**src/hdl/shift_stream_settings.svh**
```systemverilog
// Data width, shift amount width and packet length macros for the stream shift unit
`ifndef SHIFT_STREAM_SETTINGS_SVH
`define SHIFT_STREAM_SETTINGS_SVH

// Width of one data word on both streams
`define SHIFT_DATA_WIDTH 16

// Width of the shift amount
// Covers every amount from 0 up to the data width minus 1
`define SHIFT_AMT_WIDTH 4

// Output beats per packet
// m_tlast marks the final beat of each group of this many
`define SHIFT_PKT_BEATS 4

`endif
```
**src/hdl/shift_stream_pkg.sv**
```systemverilog
// Package with the shift opcode enum and the controller state enum
`default_nettype none

package shift_stream_pkg;

    // Shift opcode carried with every input word
    typedef enum logic [1:0] {
        OP_LSL = 2'd0,
        OP_LSR = 2'd1,
        OP_ASR = 2'd2,
        OP_ROR = 2'd3
    } shift_op_e;

    // Controller states
    typedef enum logic [1:0] {
        ST_IDLE,
        ST_SHIFT,
        ST_OUTPUT
    } ctrl_state_e;

endpackage

`default_nettype wire

```
**src/hdl/shift_stream_top.sv**
```systemverilog
// Top level of the stream shift unit joining controller, beat counter and datapath
`default_nettype none

`include "shift_stream_settings.svh"

module shift_stream_top (
    input  logic                          aclk,
    input  logic                          aresetn,

    // Input stream
    input  logic [`SHIFT_DATA_WIDTH-1:0]  s_tdata,
    input  logic [`SHIFT_AMT_WIDTH-1:0]   s_shift_amt,
    input  shift_stream_pkg::shift_op_e   s_shift_op,
    input  logic                          s_tvalid,
    output logic                          s_tready,

    // Output stream
    output logic [`SHIFT_DATA_WIDTH-1:0]  m_tdata,
    output logic                          m_tvalid,
    input  logic                          m_tready,
    output logic                          m_tlast
);

    logic load_operands;
    logic load_result;
    logic beat_done;

    shift_control_fsm u_ctrl (
        .aclk          (aclk),
        .aresetn       (aresetn),
        .s_tvalid      (s_tvalid),
        .s_tready      (s_tready),
        .m_tready      (m_tready),
        .m_tvalid      (m_tvalid),
        .load_operands (load_operands),
        .load_result   (load_result),
        .beat_done     (beat_done)
    );

    // Counts delivered beats for tlast
    beat_counter u_beats (
        .aclk      (aclk),
        .aresetn   (aresetn),
        .beat_done (beat_done),
        .m_tlast   (m_tlast)
    );

    shift_datapath u_datapath (
        .aclk          (aclk),
        .aresetn       (aresetn),
        .load_operands (load_operands),
        .load_result   (load_result),
        .s_tdata       (s_tdata),
        .s_shift_amt   (s_shift_amt),
        .s_shift_op    (s_shift_op),
        .m_tdata       (m_tdata)
    );

endmodule

`default_nettype wire

```
**src/hdl/shift_datapath.sv**
```systemverilog
// Operand registers, four-opcode barrel shifter and result register
`default_nettype none

`include "shift_stream_settings.svh"

module shift_datapath (
    input  logic                          aclk,
    input  logic                          aresetn,
    input  logic                          load_operands,
    input  logic                          load_result,
    input  logic [`SHIFT_DATA_WIDTH-1:0]  s_tdata,
    input  logic [`SHIFT_AMT_WIDTH-1:0]   s_shift_amt,
    input  shift_stream_pkg::shift_op_e   s_shift_op,
    output logic [`SHIFT_DATA_WIDTH-1:0]  m_tdata
);

    logic [`SHIFT_DATA_WIDTH-1:0]   data_q;
    logic [`SHIFT_AMT_WIDTH-1:0]    amt_q;
    shift_stream_pkg::shift_op_e    op_q;

    logic [`SHIFT_DATA_WIDTH-1:0]   shift_result;
    logic [2*`SHIFT_DATA_WIDTH-1:0] ror_wide;

    // Operand stage
    always_ff @(posedge aclk or negedge aresetn) begin
        if (!aresetn) begin
            data_q <= '0;
            amt_q  <= '0;
            op_q   <= shift_stream_pkg::OP_LSL;
        end else if (load_operands) begin
            data_q <= s_tdata;
            amt_q  <= s_shift_amt;
            op_q   <= s_shift_op;
        end
    end

    // Rotate through a doubled word so the low bits wrap to the top
    assign ror_wide = {data_q, data_q} >> amt_q;

    always_comb begin
        shift_result = data_q;
        case (op_q)
            shift_stream_pkg::OP_LSL: begin
                shift_result = data_q << amt_q;
            end
            shift_stream_pkg::OP_LSR: begin
                shift_result = data_q >> amt_q;
            end
            shift_stream_pkg::OP_ASR: begin
                // Sign bit fills from the top
                shift_result = $signed(data_q) >>> amt_q;
            end
            shift_stream_pkg::OP_ROR: begin
                shift_result = ror_wide[`SHIFT_DATA_WIDTH-1:0];
            end
            default: begin
                shift_result = data_q;
            end
        endcase
    end

    // Result stage driving the output stream directly
    always_ff @(posedge aclk or negedge aresetn) begin
        if (!aresetn) begin
            m_tdata <= '0;
        end else if (load_result) begin
            m_tdata <= shift_result;
        end
    end

    // Output word only changes after a result load
    a_tdata_hold: assert property (@(posedge aclk) disable iff (!aresetn)
        !load_result |=> $stable(m_tdata));

endmodule

`default_nettype wire

```
**src/hdl/beat_counter.sv**
```systemverilog
// Output beat counter that flags the last beat of each packet
`default_nettype none

`include "shift_stream_settings.svh"

module beat_counter (
    input  logic aclk,
    input  logic aresetn,
    input  logic beat_done,
    output logic m_tlast
);

    // One spare bit so an overrun would be visible
    localparam int CNT_W = $clog2(`SHIFT_PKT_BEATS + 1);
    localparam logic [CNT_W-1:0] LAST_BEAT = CNT_W'(`SHIFT_PKT_BEATS - 1);

    logic [CNT_W-1:0] count;

    always_ff @(posedge aclk or negedge aresetn) begin
        if (!aresetn) begin
            count <= '0;
        end else if (beat_done) begin
            if (count == LAST_BEAT) begin
                count <= '0;
            end else begin
                count <= count + CNT_W'(1);
            end
        end
    end

    // Changes only on delivery, so tlast holds while the beat waits
    assign m_tlast = (count == LAST_BEAT);

    a_count_range: assert property (@(posedge aclk) disable iff (!aresetn)
        count < CNT_W'(`SHIFT_PKT_BEATS));

endmodule

`default_nettype wire

```
**src/hdl/shift_control_fsm.sv**
```systemverilog
// Controller FSM that accepts one word, steps it through the datapath and presents the result
`default_nettype none

module shift_control_fsm (
    input  logic aclk,
    input  logic aresetn,
    input  logic s_tvalid,
    output logic s_tready,
    input  logic m_tready,
    output logic m_tvalid,
    output logic load_operands,
    output logic load_result,
    output logic beat_done
);

    shift_stream_pkg::ctrl_state_e state;
    shift_stream_pkg::ctrl_state_e state_next;

    logic accept;
    logic deliver;

    // One word in flight, so the input opens only while idle
    assign s_tready = (state == shift_stream_pkg::ST_IDLE);
    assign m_tvalid = (state == shift_stream_pkg::ST_OUTPUT);

    assign accept  = s_tvalid && s_tready;
    assign deliver = m_tvalid && m_tready;

    assign load_operands = accept;
    assign load_result   = (state == shift_stream_pkg::ST_SHIFT);
    assign beat_done     = deliver;

    always_comb begin
        state_next = state;
        case (state)
            shift_stream_pkg::ST_IDLE: begin
                if (accept) begin
                    state_next = shift_stream_pkg::ST_SHIFT;
                end
            end
            shift_stream_pkg::ST_SHIFT: begin
                state_next = shift_stream_pkg::ST_OUTPUT;
            end
            shift_stream_pkg::ST_OUTPUT: begin
                // Result stays up until the sink takes it
                if (deliver) begin
                    state_next = shift_stream_pkg::ST_IDLE;
                end
            end
            default: begin
                state_next = shift_stream_pkg::ST_IDLE;
            end
        endcase
    end

    always_ff @(posedge aclk or negedge aresetn) begin
        if (!aresetn) begin
            state <= shift_stream_pkg::ST_IDLE;
        end else begin
            state <= state_next;
        end
    end

    // Input and output handshakes never overlap
    a_ready_valid_excl: assert property (@(posedge aclk) disable iff (!aresetn)
        !(s_tready && m_tvalid));

    // Result capture comes exactly one cycle after operand capture
    a_load_order: assert property (@(posedge aclk) disable iff (!aresetn)
        load_operands |=> load_result);

endmodule

`default_nettype wire

```
**config.mk**
```make
export PLATFORM = sky130hd
export DESIGN_NAME = shift_stream_top
export DESIGN_NICKNAME = d
export VERILOG_FILES = /design/src/hdl/shift_stream_pkg.sv /design/src/hdl/shift_stream_top.sv /design/src/hdl/shift_datapath.sv /design/src/hdl/beat_counter.sv /design/src/hdl/shift_control_fsm.sv
export VERILOG_INCLUDE_DIRS = /design/src /design/src/hdl
export SDC_FILE = /design/constraint.sdc
export NUM_CORES = 1
export LEC_CHECK = 0
export BUFFER_PORTS_ARGS = -buffer_cell sky130_fd_sc_hd__buf_2
export CAP_MARGIN = 20
export CORE_MARGIN = 2
export CORE_UTILIZATION = 45
export CTS_CLUSTER_SIZE = 40
export DETAILED_ROUTE_END_ITERATION = 10
export PLACE_DENSITY = 0.73
export SETUP_SLACK_MARGIN = 0.15
export SYNTH_ARGS = -nofsm -noshare
export SYNTH_HDL_FRONTEND = slang
export SYNTH_SLANG_ARGS = --single-unit
export TNS_END_PERCENT = 50
```
**constraint.sdc**
```tcl
create_clock -name aclk -period 3.6 [get_ports aclk]
set_clock_uncertainty 0.2 [all_clocks]
set_input_delay 0 -clock aclk [delete_from_list [all_inputs] [get_ports aclk]]
set_output_delay 0 -clock aclk [all_outputs]
set_load 0.1 [all_outputs]
```
After elaboration in Yosys (flattened, before gate mapping)
Index checks and enable logic that the tools add are counted.
{"block": "classes", "div_mod_pow": 0, "n_mux": 5, "bitwise_logic": 0, "multipliers": 0, "magnitude_cmp": 0, "n_reduce_logical": 5, "n_shift": 4, "add_sub_neg": 1, "eq_ne": 8}
{"cell": "16-bit case mux with 4 select lines", "count": 1}
{"cell": "32-bit by 4-bit >> shifter with 16-bit output", "count": 1}
{"cell": "16-bit by 4-bit left shift with 16-bit output", "count": 1}
{"cell": "16-bit by 4-bit >> shifter with 16-bit output", "count": 1}
{"cell": "16-bit by 4-bit >>> shifter with 16-bit output", "count": 1}
{"cell": "2-bit == test (second input constant)", "count": 3}
{"cell": "2-bit case mux with 3 select lines", "count": 1}
{"cell": "2-bit by 1-bit == test with 1-bit output (second input constant)", "count": 2}
{"cell": "2-bit logical NOT", "count": 2}
{"cell": "2-bit 2-to-1 mux", "count": 2}
{"cell": "2-bit inequality test (second input constant)", "count": 2}
{"cell": "3-bit by 1-bit adder with 3-bit output (second input constant)", "count": 1}
{"cell": "3-bit by 2-bit == test with 1-bit output (second input constant)", "count": 1}
{"cell": "3-bit 2-to-1 mux", "count": 1}
{"cell": "1-bit logical AND", "count": 2}
{"cell": "2-bit AND reduction", "count": 1}
{"block": "totals", "rom_bits": 0, "ram_bits": 0, "latchBits": 0, "reg_bits": 43, "n_memories": 0, "input_bits": 26, "output_inout_bits": 19}

Logic depth before layout (Yosys ltp)
Gate-level depths: netlist of the first run.
{"block": "logic_depth", "ltp_word": 4, "ltp_mapped": 8}

Cells and area by module
From an unflattened synthesis of the first run, not the netlist that was laid out.
{"block": "hier_totals", "cells_unflattened": 372, "hier_area_um2": 3709.8}
{"module": "shift_datapath", "n_inst": 1, "area_each_um2": 3474.6, "cells_per_inst": 352, "seq_area_each_um2": 950.9}
{"module": "beat_counter", "n_inst": 1, "area_each_um2": 136.4, "cells_per_inst": 10, "seq_area_each_um2": 75.1}
{"module": "shift_control_fsm", "n_inst": 1, "area_each_um2": 98.8, "cells_per_inst": 10, "seq_area_each_um2": 50.0}

Least setup slack after synthesis of the first run
OpenSTA, ideal clock, no wires.
{"block": "synth_timing", "path_kind": "register to register", "from": "register u_ctrl.state[1]", "to": "register u_datapath.amt_q[0]", "path_stages_with_launch": 6, "arrival_time_ns": 2.809, "t_required_ns": 3.275, "setup_time_ns": 0.125, "path_slack_ns": 0.466, "path_buffers": 2, "cell_sequence": "dfrtp_1 -> nor2_1 -> and2_1 -> buf_2 -> buf_1 -> mux2_2"}
{"block": "synth_between", "elab_chain_cells": 2}
{"element": "start: declaration", "line": "shift_control_fsm.sv:16", "text": "shift_stream_pkg::ctrl_state_e state;"}
{"element": "start signal: assignment", "line": "shift_control_fsm.sv:58", "text": "state <= shift_stream_pkg::ST_IDLE;"}
{"element": "start signal: assignment", "line": "shift_control_fsm.sv:60", "text": "state <= state_next;"}
{"element": "2-bit logical NOT", "line": "shift_control_fsm.sv:23", "text": "assign s_tready = (state == shift_stream_pkg::ST_IDLE);"}
{"element": "net s_tready", "line": "shift_stream_top.sv:15", "text": "output logic s_tready,"}
{"element": "1-bit logical AND", "line": "shift_control_fsm.sv:26", "text": "assign accept = s_tvalid && s_tready;"}
{"element": "end signal: assignment", "line": "shift_datapath.sv:32", "text": "amt_q <= s_shift_amt;"}
{"element": "end: declaration", "line": "shift_datapath.sv:18", "text": "logic [`SHIFT_AMT_WIDTH-1:0] amt_q;"}
The timed path passes the listed nets, and every way through them passes these cells.
A chain may end at the register's enable or synchronous reset.

Worst setup path in the final report of the first run
{"block": "layout_timing", "from": "register u_datapath.amt_q[1]", "to": "register u_datapath.m_tdata[15]"}
{"block": "layout_between", "elab_chain_cells": 2}
{"element": "32-bit by 4-bit >> shifter with 16-bit output, or another cell as far along", "line": "shift_datapath.sv:38", "text": "assign ror_wide = {data_q, data_q} >> amt_q;"}
{"element": "16-bit case mux with 4 select lines (*)", "line": "shift_datapath.sv:42", "text": "case (op_q)"}
{"element": "end signal: assignment", "line": "shift_datapath.sv:67", "text": "m_tdata <= shift_result;"}
{"element": "end: declaration", "line": "shift_datapath.sv:14", "text": "output logic [`SHIFT_DATA_WIDTH-1:0] m_tdata"}
Mark *: on every way between the ends. The rest lies on a longest branch, timed or not.

==> impl_metrics.json, run 1 <==
{
  "status": "finished, violations left",
  "violations": "negative hold slack",
  "syn-num-nets": 391,
  "wl_um": 10000,
  "fmax_mhz": 384,
  "finalSetupViolations": 0,
  "viasPerCell": 6.39,
  "grt_pass1_vias": 3052,
  "cts_num_sinks": 43,
  "core_area_sq_mm": 0.00773,
  "cts_tree": "done",
  "max-cap-violations": 0,
  "first_pass_iters": 5,
  "tightestPinTransition_ns": 0.852,
  "slew_headroom": 0.432,
  "reg2reg_depth": 5,
  "synth_area_leader_cell": "dfrtp_1",
  "clk_pin_slew_ns": 0.08,
  "synthTopCellsByArea": "dfrtp_1, mux2_2, mux4_2",
  "ys_types": 57,
  "yosys_warnings": 0,
  "hold_violations": 15,
  "cp.arrival_ns": 2.58,
  "fin_nets": 439,
  "numPortBuffers": 44,
  "avgRoutedWirePerCell_um": 19.5,
  "chipWidth_um": 93.2,
  "fin_cells": 514,
  "drt-initial-drc-count": 331,
  "ios": 45,
  "grt_max_degree": 44,
  "h-tree-depth": 2,
  "syn_avg_cell_area_sq_um": 9.83,
  "yosysTopAreaCellShare": 0.301,
  "drc": 0,
  "die-area_sq_mm": 0.00868,
  "ant_nets": 0,
  "dp.cells": 480,
  "insertion_delay_ns": 0.30,
  "final_common_cell": "buf_2",
  "grt_setup_unrepaired": "false",
  "r2r-start": "u_datapath.amt_q[1]",
  "gp_congestion": 0.951,
  "grt_antenna_before_repair": 0,
  "synth_edf_count": 0,
  "grt_overflow": 0,
  "diodes": 0,
  "via_count": 3286,
  "path_max_fanout": 36,
  "cts_root_buffer": "clkbuf_8",
  "numCtsBuffers": 5,
  "seq_area_frac_synth": 0.301,
  "setup_tns_ns": 0,
  "final_cell_mix": "buf_2, dfrtp_1, mux2_2, mux2i_1, nand2_1",
  "netlist_instances": 364,
  "synthesis.area_sq_mm": 0.00358,
  "reg2reg_slack_ns": 0.99,
  "cts_buffer_depth": 2,
  "hold_ws_ns": -0.0316,
  "maxSlewViolCount": 0,
  "num-fill-cells": 690,
  "layout-drive-gt1-share": 0.277,
  "worstPathRequired_ns": 3.58,
  "post-route-period-util": 0.724,
  "start_util": 0.463,
  "grt.total_usage": 0.235,
  "row_count": 32,
  "cts_setup_buffers": 0,
  "synth_seq_cells": 43,
  "grt_pass1_wl_um": 16100,
  "layout_min_cycle_time_ns": 2.61,
  "dpl.hpwl_um": 6980,
  "fp.dieH_um": 93.2,
  "synthFlopType": "dfrtp_1",
  "cp-start-kind": "flip-flop",
  "hold_path_class": "input port to asynchronous set/reset pin",
  "critical_path_class": "flip-flop to flip-flop",
  "synthArstFlopShare": 1.00,
  "crit_path_end_kind": "flip-flop",
  "area_growth_pct": 16.7,
  "rr_endpoint": "u_datapath.m_tdata[15]"
}
## worst max-delay path, cell delays in order, from the launching register on
cell,delay (ns)
dfrtp_2,0.66
buf_12,0.28
mux4_2,0.56
mux2i_1,0.32
nor4_1,0.09
o32a_1,0.36
## state kept, by name (all words and copies together), names as in the netlist
name / count
u_beats.count: 3
u_ctrl.state: 2
u_datapath.amt_q: 4
u_datapath.data_q: 16
u_datapath.m_tdata: 16
u_datapath.op_q: 2
## final cells by class
cell class	instances	area, sq um	area share
clock buffer	7	76.3	0.0183
inverter	5	18.8	0.00449
multi-input combinational	279	2290	0.549
sequential	43	1080	0.258
tap	102	128	0.0305
timing repair buffer	78	583	0.140
## metrics by stage
step	hold slack, ns	instance area, sq um	setup WS [ns]	utilization
2_1_floorplan	-0.496	3580	0.466	-
3_3_place_gp	-0.00160	3800	1.06	0.492
3_5_place_dp	0.00575	3800	1.04	0.492
4_1_cts	0.227	4120	1.02	0.533
5_1_grt	0.00890	4180	0.865	0.541
6_report	-0.0316	4180	0.993	0.541
## synth_stat cells, types with 2 or more instances
cell type,number
buf_6,2
o2bb2ai_1,2
a21oi_1,17
nor3_1,9
nor2b_1,7
o21ai_0,20
o22ai_1,5
and2_1,3
or2_2,2
buf_2,12
o211a_1,2
o31ai_1,3
dfrtp_1,43
o21ai_1,2
o32ai_1,2
a31oi_1,5
a211oi_1,4
clkbuf_1,14
nand2_1,29
o32a_1,3
a311oi_1,3
mux2_2,32
nor2_1,26
o211ai_1,4
mux4_1,4
o221ai_1,2
buf_4,6
a41oi_1,2
mux4_2,15
nand3_1,6
nand4_1,2
inv_1,5
a21o_1,2
and3_1,3
a2bb2oi_1,4
a32oi_1,2
buf_1,3
nand2b_1,7
mux2i_1,32
## what timing repair did
action	in CTS	in global routing
hold buffers	24	1
gates resized for setup	0	0
endpoints found under the hold margin	69	1
## per-layer routing
layer	wire length (um)	track usage	vias up
met5	0	0	-
met4	264	0.0784	0
met3	917	0.0516	27
met2	4470	0.357	190
met1	4360	0.334	1584
li1	-	-	1485
## cells by family after synthesis
logic type | Yosys count | share of synthesized area
and+or+nand+nor | 100 | 0.134
AOI/OAI and AO/OA | 94 | 0.183
muxes | 84 | 0.320
DFF | 43 | 0.301
buffers and inverters | 42 | 0.0587
adders and majority gates | 1 | 0.00349
## worst max path at each step
stage	depth (start not counted)	slack (ns)	start	end
2_1_floorplan	5	0.47	u_ctrl.state[1]	u_datapath.amt_q[0]
6_report	5	0.99	u_datapath.amt_q[1]	u_datapath.m_tdata[15]
3_5_place_dp	5	1.04	u_datapath.amt_q[1]	u_datapath.m_tdata[15]
4_1_cts	5	1.02	u_datapath.amt_q[1]	u_datapath.m_tdata[15]
5_1_grt	5	0.87	u_datapath.amt_q[1]	u_datapath.m_tdata[15]
3_3_place_gp	5	1.06	u_datapath.amt_q[1]	u_datapath.m_tdata[15]
Power of run 1 is not shown: default switching activity piles up to over one toggle a cycle in this logic, so the estimate is an artifact.
==> run 2, diff against run 1 <==
--- a/config.mk
+++ b/config.mk
@@ -12,7 +12,7 @@
 export CORE_UTILIZATION = 45
 export CTS_CLUSTER_SIZE = 40
 export DETAILED_ROUTE_END_ITERATION = 10
-export PLACE_DENSITY = 0.73
+export PLACE_DENSITY = 0.76
 export SETUP_SLACK_MARGIN = 0.15
 export SYNTH_ARGS = -nofsm -noshare
 export SYNTH_HDL_FRONTEND = slang
==> constraint.sdc (replaced) <==
create_clock -name aclk -period 2.3 [get_ports aclk]
set_clock_uncertainty 0.2 [all_clocks]
set_input_delay 0 -clock aclk [delete_from_list [all_inputs] [get_ports aclk]]
set_output_delay 0 -clock aclk [all_outputs]
set_load 0.1 [all_outputs]
==> run 2 against run 1 <==
The run now ends clean. Register-to-register slack got worse by 0.88 ns. Routed wire length rose by 9.2%. Sequential share of layout area fell by 2.2 points. Sequential cell count did not move. Largest cell class unchanged.
==> impl_metrics.json, run 2 (same netlist as run 1, synthesis figures left out) <==
{
  "status": "completed",
  "min_from": "s_tvalid",
  "clk_pin_slew_ns": 0.09,
  "cp-start-kind": "flip-flop",
  "core_area_sq_mm": 0.00773,
  "fmax_mhz": 458,
  "path_cells": "buf_4 -> mux4_2 -> mux2_4 -> a311oi_2 -> a21oi_1",
  "setup_tns_ns": 0,
  "grt_max_degree": 28,
  "path_max_fanout": 6,
  "reg.largest.list": "u_datapath.data_q: 16 flops, u_datapath.m_tdata: 16 flops, u_datapath.amt_q: 4 flops",
  "hold_path_class": "input port to flip-flop",
  "ios": 45,
  "final_cell_mix": "buf_2, buf_4, dfrtp_1",
  "placed_area_sq_mm": 0.00407,
  "insertion_delay_ns": 0.30,
  "post-route-period-util": 0.950,
  "slew_headroom": 0.534,
  "fp.dieH_um": 93.2,
  "grt_antenna_before_repair": 0,
  "tightestPinTransition_ns": 0.699,
  "avgRoutedWirePerCell_um": 19.7,
  "worstPathRequired_ns": 2.28,
  "cp-endpoint": "u_datapath.m_tdata[9]",
  "gp_congestion": 1.06,
  "dpl.hpwl_um": 7940,
  "viasPerCell": 6.26,
  "diodes": 0,
  "numPortBuffers": 44,
  "area_growth_pct": 28.2,
  "numCtsBuffers": 5,
  "grt_overflow": 0,
  "r2r-start": "u_datapath.amt_q[1]",
  "finalSetupViolations": 0,
  "cp.arrival_ns": 2.16,
  "path_buf_inv": 1,
  "critical_path_class": "flip-flop to flip-flop",
  "grt_pass1_vias": 3334,
  "fin_nets": 478,
  "h-tree-depth": 2,
  "via_count": 3467,
  "hold_violations": 0,
  "max-cap-violations": 0,
  "row_count": 32,
  "cts_buffer_depth": 2,
  "slowest_delay_ns": 0.54,
  "reg2reg_depth": 5,
  "regArea_sq_mm": 0.00108,
  "grt_pass1_wl_um": 17800,
  "cts_root_buffer": "clkbuf_8",
  "crit_path_end_kind": "flip-flop",
  "drc": 0,
  "slowest_stage": "mux4_2",
  "finalInstanceArea_sq_mm": 0.00459,
  "worst-path-stages": 5,
  "cts_tree": "done",
  "ant_nets": 0,
  "rr_endpoint": "u_datapath.m_tdata[9]",
  "grt.total_usage": 0.264,
  "start_util": 0.463,
  "multi_input_area_sq_mm": 0.00241,
  "layout_min_cycle_time_ns": 2.18,
  "layout-drive-gt1-share": 0.407,
  "drt-initial-drc-count": 339,
  "reg2reg_slack_ns": 0.12,
  "cts_num_sinks": 43,
  "grt_setup_unrepaired": "true",
  "first_pass_iters": 5,
  "wl_um": 10900,
  "worstSetupStartpoint": "u_datapath.amt_q[1]",
  "maxSlewViolCount": 0,
  "num-fill-cells": 638,
  "cp_top_family": "multiplexers",
  "die-area_sq_mm": 0.00868,
  "chipWidth_um": 93.2
}
-- run 2: cell count changes in the layout (fill, tap and decap cells not counted), moves of 2 or more --
cell	before	now
buf_4	6	44
clkbuf_1	2	0
clkinv_2	0	3
dfrtp_1	41	37
dfrtp_2	2	6
mux2i_1	32	21
mux2i_2	0	10
mux4_1	4	2
mux4_2	15	17
nor2_1	26	24
-- run 2: final cells by class --
| class | instances | area share |
|---|---|---|
| Tap cell | 102 | 0.0278 |
| Sequential cell | 43 | 0.236 |
| Timing Repair Buffer | 117 | 0.189 |
| Clock buffer | 5 | 0.0150 |
| Multi-Input combinational cell | 279 | 0.525 |
| Inverter | 5 | 0.00409 |
| Clock inverter | 3 | 0.00327 |
-- run 2: how the worst min path moves through the flow --
| stage | end | cells after the start |
|---|---|---|
| 6_report | u_ctrl.state[0] | 3 |
| 3_3_place_gp | u_datapath.op_q[0] | 1 |
| 2_1_floorplan | u_beats.count[0] | 0 |
| 4_1_cts | u_ctrl.state[0] | 3 |
| 3_5_place_dp | u_datapath.data_q[2] | 1 |
| 5_1_grt | u_ctrl.state[0] | 3 |
-- run 2: worst reg2reg max path, cell delays in order (launching register included) --
cell and delay [ns]:
dfrtp_2 0.48, buf_4 0.16, mux4_2 0.54, mux2_4 0.32
a311oi_2 0.26, a21oi_1 0.10
-- run 2: metrics by stage --
| stage | setup slack [ns] | std cells | utilization | hold slack (ns) |
|---|---|---|---|---|
| after floorplan | -0.217 | 364 | - | -0.496 |
| after global placement | 0.0688 | 513 | 0.527 | -0.267 |
| after detailed placement | 0.0225 | 513 | 0.527 | -0.263 |
| after CTS | 0.143 | 552 | 0.583 | 0.00801 |
| after global routing | 0.0509 | 554 | 0.594 | 0.0366 |
| final | 0.116 | 554 | 0.594 | 0.00588 |
-- run 2: metal layers --
metal / GRT usage / vias up / wire (um)
li1: - / 1564 / -
met1: 0.376 / 1673 / 4650
met2: 0.402 / 197 / 5010
met3: 0.0330 / 33 / 834
met4: 0.125 / 0 / 445
met5: 0 / - / 0
-- run 2: repair_timing --
| action | 4_1_cts | 5_1_grt |
|---|---|---|
| endpoints found under the hold margin | 69 | 0 |
| gates resized for setup | 16 | 17 |
| setup buffers | 6 | 2 |
| pin swaps | 0 | 0 |
| hold buffers | 25 | 0 |
| setup endpoints to repair | 14 | 15 |
Power of run 2 is left out for the same reason.
